File: src/verilog/cad_pkg.sv
package cad_pkg;

  // ------------------------------------------------------------
  // Sizes and widths
  // ------------------------------------------------------------
  localparam int DATA_W   = 8;
  localparam int ACC_W    = 20;
  localparam int KSIZE    = 5;
  localparam int MAX_SIZE = 16;
  localparam int IDX_W    = 4;
  localparam int COORD_W  = 5;

  // Pixel and weight, both two's complement
  typedef logic signed [DATA_W-1:0] pixel_t;

  // Wide enough for 25 full-scale products
  typedef logic signed [ACC_W-1:0] acc_t;

  // Engine phase shared by job registers, loader and scheduler
  typedef enum logic [1:0] {
    ph_idle,
    ph_load,
    ph_wait_idx,
    ph_run
  } phase_t;

endpackage

File: src/verilog/cad_job_regs.sv
`timescale 1ns/100ps

module cad_job_regs #(
  parameter int IMG_COUNT = 2,
  parameter int KER_COUNT = 2,
  localparam int IMG_SEL_W = $clog2(IMG_COUNT),
  localparam int KER_SEL_W = $clog2(KER_COUNT)
) (
  input  logic                      clk,
  input  logic                      rst_n,
  input  logic                      in_valid,
  input  logic                      in_valid2,
  input  logic [cad_pkg::IDX_W-1:0] matrix_idx,
  input  logic [1:0]                matrix_size,
  input  logic                      load_done,
  input  logic                      job_done,
  output cad_pkg::phase_t           phase,
  output logic                      img_size_8,
  output logic [IMG_SEL_W-1:0]      img_sel,
  output logic [KER_SEL_W-1:0]      ker_sel
);
  import cad_pkg::*;

  logic start_load;
  logic idx_second;

  // First byte of a burst, from idle or as a reload
  assign start_load = in_valid && (phase == ph_idle || phase == ph_wait_idx);

  always_ff @(posedge clk or negedge rst_n)
  begin
    if (!rst_n)
    begin
      phase      <= ph_idle;
      img_size_8 <= 1'b0;
      img_sel    <= '0;
      ker_sel    <= '0;
      idx_second <= 1'b0;
    end
    else if (start_load)
    begin
      phase      <= ph_load;
      // Size 0 is 8x8, anything else runs as 16x16
      img_size_8 <= (matrix_size == 2'd0);
      idx_second <= 1'b0;
    end
    else
    begin
      case (phase)
        ph_load:
        begin
          if (load_done)
            phase <= ph_wait_idx;
        end
        ph_wait_idx:
        begin
          if (in_valid2 && idx_second)
          begin
            ker_sel    <= matrix_idx[KER_SEL_W-1:0];
            idx_second <= 1'b0;
            phase      <= ph_run;
          end
          else if (in_valid2)
          begin
            img_sel    <= matrix_idx[IMG_SEL_W-1:0];
            idx_second <= 1'b1;
          end
        end
        ph_run:
        begin
          if (job_done)
            phase <= ph_wait_idx;
        end
        default:
          phase <= ph_idle;
      endcase
    end
  end

  // Index pairs only arrive between jobs
  a_idx_only_waiting: assert property (@(posedge clk) disable iff (!rst_n)
    in_valid2 |-> !(phase inside {ph_load, ph_run}))
    else $error("in_valid2 during load or run phase");

endmodule

File: config.mk
export PLATFORM = sky130hd
export DESIGN_NAME = cad_job_regs
export DESIGN_NICKNAME = d
export VERILOG_FILES = /design/src/verilog/cad_pkg.sv /design/src/verilog/cad_job_regs.sv
export SDC_FILE = /design/constraint.sdc
export NUM_CORES = 1
export LEC_CHECK = 0
export BUFFER_PORTS_ARGS = -buffer_cell sky130_fd_sc_hd__buf_2
export CAP_MARGIN = 20
export CORE_AREA = 2 2 39 41
export CTS_BUF_LIST = sky130_fd_sc_hd__clkbuf_16
export CTS_CLUSTER_DIAMETER = 60
export DETAILED_ROUTE_END_ITERATION = 10
export DIE_AREA = 0 0 41 43
export SLEW_MARGIN = 20
export SYNTH_ARGS = -nofsm -noshare
export SYNTH_HDL_FRONTEND = slang
export SYNTH_SLANG_ARGS = --single-unit
File: constraint.sdc
create_clock -name clk -period 1.2 [get_ports clk]
set_clock_uncertainty 0.05 [all_clocks]
set_input_delay 0.12 -clock clk [delete_from_list [all_inputs] [get_ports clk]]
set_output_delay 0.12 -clock clk [all_outputs]
set_load 0.03 [all_outputs]
After elaboration in Yosys (flattened, before gate mapping). Index checks and enable logic that the tools add are counted.

Input bits: 12. Output and inout bits: 5. Logic and storage cells: 33. Bits in registers: 6.

Bitwise logic cells: 2. Reductions and logical operators: 11. Eq/ne operators: 6. Multiplexer cells: 9.

Operators by type and width (count): 2-bit 2-to-1 mux (4); 3-bit inequality test (second input constant) (2); 2-bit case mux with 3 select lines (1); 3-bit AND reduction (2); 2-bit == test (second input constant) (2); 2-bit logical NOT (2); 1-bit 2-to-1 mux (4); 4-bit AND reduction (1); 3-bit by 2-bit inequality test with 1-bit output (second input constant) (1); 3-bit nonzero test (1); 2-bit by 1-bit == test with 1-bit output (second input constant) (1); 1-bit logical AND (2); 1-bit NOT (2); 2-bit AND reduction (1); 2-bit nonzero test (1); 1-bit logical OR (1).

Logic depth before layout (Yosys ltp). Gate-level depths: netlist of run 1.

Depth after elaboration: 5. Gate-level depth with buffers: 3. Gate-level depth less buffers: 3.

Worst setup path after synthesis of run 1. OpenSTA, ideal clock, no wires.

Path kind: reg-to-reg. From: register phase[1]. To: register ker_sel. Setup time: 0.128 ns. Path buffers: 0. Period minus slack after synthesis: 1.424 ns. Setup slack: -0.224 ns. Cell stages (with the launch flop): 4. Data required time: 1.022 ns. Data arrival time: 1.246 ns. Cells stage by stage: dfrtp_1 nand2_1 nor4b_2 mux2_1.

Cells in the longest elaborated chain, start to end: 5. Elaborated cells between the ends (all ways): 6. Classes of those cells: eq/ne: 1; bitwise: 1; reduce/logical: 4.

RTL lines: start: declaration (RTL line cad_job_regs.sv:17) `output cad_pkg::phase_t phase,`; start signal: assignment (RTL line cad_job_regs.sv:34) `phase <= ph_idle;`; start signal: assignment (RTL line cad_job_regs.sv:42) `phase <= ph_load;`; start signal: assignment (RTL line cad_job_regs.sv:53) `phase <= ph_wait_idx;`; 2-bit == test or 2-bit logical NOT (tied branches) (RTL line cad_job_regs.sv:28, cad_job_regs.sv:49); 1-bit logical OR (RTL line cad_job_regs.sv:28) `assign start_load = in_valid && (phase == ph_idle || phase == ph_wait_idx);`; 1-bit logical AND (RTL line cad_job_regs.sv:28); 1-bit NOT (no source line); 3-bit AND reduction (no source line) (*); end signal: assignment (RTL line cad_job_regs.sv:59) `ker_sel <= matrix_idx[KER_SEL_W-1:0];`; end: declaration (RTL line cad_job_regs.sv:20) `output logic [KER_SEL_W-1:0] ker_sel`.

Mark *: on every way between the ends. The rest lies on a longest branch, timed or not. A chain may end at the register's enable or synchronous reset.

Final worst setup path of run 1.
From: register phase[1]. To: register img_sel.

Cells in the longest elaborated chain, start to end: 5. Elaborated cells between the ends (all ways): 6. Classes of those cells: eq/ne: 1; bitwise: 1; reduce/logical: 4.

RTL lines: 2-bit == test or 2-bit logical NOT (tied branches) (RTL line cad_job_regs.sv:28, cad_job_regs.sv:49); 1-bit logical OR (RTL line cad_job_regs.sv:28); 1-bit logical AND (RTL line cad_job_regs.sv:28); 1-bit NOT (no source line); 4-bit AND reduction (no source line) (*); end signal: assignment (RTL line cad_job_regs.sv:65) `img_sel <= matrix_idx[IMG_SEL_W-1:0];`; end: declaration (RTL line cad_job_regs.sv:19) `output logic [IMG_SEL_W-1:0] img_sel,`.

Marked as above.

==> reports/qor.csv, run 1 <==
stage,metric,value,unit
die,num ports,17,
worst_setup_path,Worst path depth,3,
min_path,HP Start,matrix_size[0],
layout,Area growth syn-to-layout,81.9,%
layout,final non-filler cell total,61,
routing,DRT Pass-1 Iters,2,
placed_design,Port Buffers,13,
logic_synthesis,Syn Nets,35,
worst_setup_path,crit path launch type,flop,
placed_design,Inst Count DP,55,
grt,GRT Total Usage,8.59,%
min_path,Hold Path Class,input pin to flop,
grt,first-pass GRT wire length,924,µm
clocking,"CTS clk-pin slew, worst paths",0.03,ns
placed_design,GPL Wtd Cong,0.668,
worst_setup_path,worst-path fanout max,2,
sta,"Min Clock Period, post-route",1.23,ns
logic_synthesis,Synth top area share,53.1,%
sta,Max Transition Viols Final,0,
sta,FMAX,810,MHz
clocking,maximum buffer depth of the clock tree,2,
sta,RSZ-0062 raised after global routing,true,
clocking,Num CTS Buffers,3,
grt,vias in the first global route,236,
routing,vias per cell,4.33,
routing,WL per Instance,9.82,µm
die,Starting Density,20.4,%
logic_synthesis,Synth area leaders,"dfrtp_1, mux2_1, nor4b_2",
sta,setup TNS,-0.0367,ns
sta,worst-margin pin slew,0.256,ns
clocking,CTS Sinks,6,
worst_setup_path,critical path's top delay family,simple AND/OR/NAND/NOR gates,
worst_setup_path,Reg2Reg Launch Point,phase[1]$_DFFE_PN0P_,
layout,Final #Nets,58,
layout,layout cells sized above 1,64.4,%
worst_setup_path,Worst setup startpoint,phase[1]$_DFFE_PN0P_,
grt,antenna violations before repair,0,
sta,Final Hold Fails,0,
grt,GRT overflow,0,
worst_setup_path,R2R Setup Slk,-0.03,ns
worst_setup_path,CP bufs+invs,0,
sta,Slew Limit Headroom,82.8,%
min_path,WHS Path Cells,2,
worst_setup_path,Critical Path End Type,flop,
logic_synthesis,"area leader, netlist",dfrtp_1,
die,die area,1760,µm²
clocking,# H-tree levels,1,
logic_synthesis,Synth Warn #,0,
worst_setup_path,crit path DAT,1.29,ns
worst_setup_path,"Req. time, crit path",1.26,ns
routing,drt first-iter violations,2,
routing,DRC Markers,0,
die,site row count,14,
placed_design,Area after DPL,395,µm²
die,Die Y,43,µm
logic_synthesis,post-synthesis instance area,283,µm²
worst_setup_path,R2R cell count,3,
power,LEAKAGE,0.254,nW
sta,worst setup margin,-0.0348,ns
worst_setup_path,WS Path Type,flop to flop,
logic_synthesis,Post-Syn Instances,23,
status,failing checks,setup timing,
routing,Final ANT Viol Nets,0,
power,worst vdd ir,1.25,mV
layout,post-layout instance area,514,µm²
logic_synthesis,sequential cell area fraction in the yosys report,53.1,%
die,core footprint,1380,µm²
worst_setup_path,Slowest cell on crit path,dfrtp_2,
logic_synthesis,synth unique cells,14,
clocking,Root Driver,clkbuf_16,
logic_synthesis,Synth Register Bits,6,
logic_synthesis,Syn Area/Cell,12.3,µm²
sta,final period utilization,103,%
layout,n_diodes,0,
worst_setup_path,Crit path largest cell delay,0.36,ns
routing,DR vias,264,
routing,Final Routed Wirelength,599,µm
die,Die X,41,µm
grt,largest net degree at the start of global routing,7,
job,max-cap violations,0,
sta,Setup-failing EPs final,2,
clocking,CTS tree,yes,
power,Pwr Density,3000,nW/µm²
worst_setup_path,crit-path cells,"nand2_2, nor4_4, mux2_4",
status,status,"complete, but fails checks",
clocking,Skew-Pair Late Insertion Delay,0.23,ns
## state kept, by name (all words and copies together) (netlist names)
register,cells
ker_sel,1
img_sel,1
phase,2
img_size_8,1
idx_second,1
## power by group
group,internal [W],switching (W),leakage [nW]
clock,0.000432,0.000113,0.0423
sequential,0.000307,0.0000787,0.0731
combinational,0.000281,0.000331,0.139
## final cells by class
type,count,area (µm²)
clock buffer,3,75.1
clock inverter,1,3.75
fill,140,870
multi-input combinational,17,158
sequential,6,153
tap,16,20.0
timing repair buffer,18,105
## per-stage QoR
step | hold slack, ns | utilization [%] | worst slack [ns] | power [W]
final | 0.0232 | 37.2 | -0.0348 | 0.00154
after detailed placement | -0.101 | 28.6 | -0.0268 | 0.000940
after global routing | 0.0276 | 37.2 | -0.0572 | 0.00164
after CTS | 0.0256 | 35.9 | -0.0271 | 0.00154
after floorplan | -0.226 | - | -0.0800 | 0.000724
after global placement | -0.102 | 28.6 | -0.0251 | 0.000930
## metal layers
metal	global-route usage [%]	part of all wire (%)	vias up
met5	0	0	-
met4	4.00	2.2	0
met3	7.85	12	3
met2	11.9	43	14
met1	8.55	42	120
li1	-	-	127
## final timing paths
check                                    endpoint
min reg2reg                   ker_sel$_DFFE_PN0P_
min in group asynchronous  img_size_8$_DFFE_PN0P_
max reg2reg                   img_sel$_DFFE_PN0P_
max in group asynchronous    phase[1]$_DFFE_PN0P_
min                        img_size_8$_DFFE_PN0P_
max                           img_sel$_DFFE_PN0P_
## Yosys cell counts
master    n
dfrtp_1   6
nand2_1   3
mux2_1    2
nand2b_1  2
a21o_1    1
a21oi_1   1
a22o_2    1
mux2i_1   1
nand2b_2  1
nor4_2    1
nor4b_2   1
o21ai_0   1
o21ai_1   1
o31ai_1   1
## timing repair
action,in CTS,in global routing
buffers inserted,0,1
hold endpoints to repair,6,0
hold buffers,1,0
setup endpoints to repair,2,3
resized for setup,2,2
pin swaps,0,1
## cells in the final DEF, fill, tap and decap left out, types with 2 or more instances in the layout
cell and n:
buf_4 4, nand2_1 2, dfrtp_2 2, nand2b_1 2, clkbuf_16 3, dfrtp_1 4
buf_2 13
## cell families after synthesis
group | Yosys count | synth area share, %
and+or+nand+nor | 8 | 21.2
DFF | 6 | 53.1
AOI/OAI and AO/OA | 6 | 14.2
muxes | 3 | 11.5
Power figures use the tool's default switching activity.
==> inputs of run 2 (changes only) <==
Clock period 1.2 ns to 1.46 ns, I/O delays scaled along.
==> run 2 against run 1 <==
Effect of this change: count of clock-buffer cells in the layout unchanged; combinational power down 35%; the flow now finishes without violations; sequential cell count unchanged; clock power down 19%; setup slack better by 0.20 ns; cell area down 10%; critical path depth unchanged; utilization down 3.9 points; highest routed layer unchanged; register-to-register slack better by 0.20 ns.
==> reports/qor.csv, run 2 (synthesis gave the netlist of run 1 again) <==
stage,metric,value,unit
sta,FMAX,771,MHz
die,die area,1760,µm²
routing,WL per Instance,10.1,µm
layout,Area growth syn-to-layout,62.8,%
job,max-cap violations,0,
worst_setup_path,Worst setup endpoint,ker_sel$_DFFE_PN0P_,
power,switching share of total power,34.1,%
sta,Final Hold Fails,0,
grt,GRT overflow,0,
sta,final period utilization,88.9,%
die,core footprint,1380,µm²
routing,DRT Pass-1 Iters,4,
power,Pwr Density,2510,nW/µm²
power,Pint,0.000761,W
worst_setup_path,R2R cell count,3,
power,Sequential Power Share,27.5,%
min_path,Hold Path Class,input pin to flop,
grt,largest net degree at the start of global routing,7,
routing,vias per cell,4.23,
die,num ports,17,
status,status,"finished, final reports clean",
worst_setup_path,Critical Path End Type,flop,
clocking,maximum buffer depth of the clock tree,2,
power,P_sw,0.000394,W
worst_setup_path,crit path DAT,1.35,ns
routing,Final ANT Viol Nets,0,
placed_design,Port Buffers,13,
die,Die Y,43,µm
sta,worst-margin pin slew,0.268,ns
layout,layout cells sized above 1,51.2,%
worst_setup_path,"Req. time, crit path",1.52,ns
power,LEAKAGE,0.225,nW
sta,Slew Limit Headroom,82.0,%
worst_setup_path,Slowest cell on crit path,dfrtp_1,
grt,antenna violations before repair,0,
grt,first-pass GRT wire length,814,µm
placed_design,HPWL after detailed placement,457,µm
layout,largest reg by FF count,phase,
layout,most frequent cells in the layout,"buf_2, dfrtp_1, nand2_1, clkbuf_16",
die,site row count,14,
routing,DR vias,241,
sta,RSZ-0062 raised after global routing,false,
placed_design,post-place setup slack,0.163,ns
sta,Max Transition Viols Final,0,
layout,"commonest non-fill, non-tap cell in the layout",buf_2,
power,worst vdd ir,0.983,mV
grt,GRT Total Usage,7.87,%
sta,setup TNS,0,ns
sta,worst setup margin,0.162,ns
layout,n_diodes,0,
worst_setup_path,Crit path largest cell delay,0.42,ns
worst_setup_path,worst-path fanout max,6,
clocking,Root Driver,clkbuf_16,
clocking,# Post-CTS Setup Buffers,0,
sta,Setup-failing EPs final,0,
routing,Final Routed Wirelength,573,µm
clocking,Skew-Pair Late Insertion Delay,0.23,ns
placed_design,GPL Wtd Cong,0.578,
worst_setup_path,Worst setup startpoint,phase[1]$_DFFE_PN0P_,
power,Clock power frac,38.0,%
grt,vias in the first global route,193,
layout,final core utilization,33.3,%
worst_setup_path,Critical R2R Capture,ker_sel$_DFFE_PN0P_,
worst_setup_path,crit path launch type,flop,
power,combinational cell fraction of total power,34.5,%
clocking,# H-tree levels,1,
routing,DRC Markers,0,
die,Starting Density,20.4,%
layout,Largest register FFs,2,
clocking,Num CTS Buffers,3,
die,Die X,41,µm
clocking,"CTS clk-pin slew, worst paths",0.03,ns
worst_setup_path,R2R Setup Slk,0.16,ns
worst_setup_path,Reg2Reg Launch Point,phase[1]$_DFFE_PN0P_,
clocking,CTS tree,yes,
worst_setup_path,WS Path Type,flop to flop,
layout,Final #Nets,55,
worst_setup_path,crit-path cells,"nand2_1, nor4b_2, mux2_1",
clocking,CTS resizes,0,
routing,drt first-iter violations,9,
clocking,CTS Sinks,6,
sta,"Min Clock Period, post-route",1.30,ns
-- run 2: worst max-delay path: cells and delay by family (launching register included) --
family,cells,cell delay [ns]
multiplexers,1,0.34
flip-flops,1,0.42
AND/OR/NAND/NOR,2,0.37
-- run 2: power by group through the flow --
stage	clock network, W	logic, W	registers, W
after CTS	0.000444	0.000403	0.000318
after floorplan	0	0.000132	0.000453
after global routing	0.000461	0.000425	0.000331
final	0.000439	0.000398	0.000317
after global placement	0	0.000396	0.000315
after detailed placement	0	0.000400	0.000319
-- run 2: through the flow --
step                      power, W  instance area (µm²)  hold slack (ns)  cells
after floorplan           0.000585                  283           -0.200     23
after global placement    0.000712                  375          -0.0752     53
after detailed placement  0.000720                  375          -0.0721     53
after CTS                  0.00117                  460           0.0477     57
after global routing       0.00122                  460           0.0596     57
final                      0.00115                  460           0.0486     57
-- run 2: worst min path at each step --
stage / cells past startpoint / from / to / slack [ns]
after CTS: 2 / matrix_size[1] / img_size_8$_DFFE_PN0P_ / 0.05
after global placement: 1 / rst_n / ker_sel$_DFFE_PN0P_ / -0.08
final: 2 / matrix_size[1] / img_size_8$_DFFE_PN0P_ / 0.05
after floorplan: 0 / rst_n / idx_second$_DFFE_PN0P_ / -0.20
after detailed placement: 1 / rst_n / ker_sel$_DFFE_PN0P_ / -0.07
after global routing: 2 / matrix_size[1] / img_size_8$_DFFE_PN0P_ / 0.06
-- run 2: timing repair --
action,in CTS,in global routing
endpoints found under the hold margin,6,0
setup endpoints to repair,0,0
hold buffers,1,0
-- run 2: area by class of cell --
| class | count | area, µm² |
|---|---|---|
| fillers | 147 | 923 |
| flip-flops and latches | 6 | 150 |
| multi-input cells | 17 | 133 |
| repair buffers | 15 | 82.6 |
| clock buffers | 3 | 75.1 |
| well taps | 16 | 20.0 |
-- run 2: per-layer routing --
metal  share of wire, %  global-route usage, %  up-vias
met5                  0                      0        -
met4                1.9                   6.00        0
met3                 19                   8.90        2
met2                 35                   6.88       17
met1                 43                   9.80      102
li1                   -                      -      120
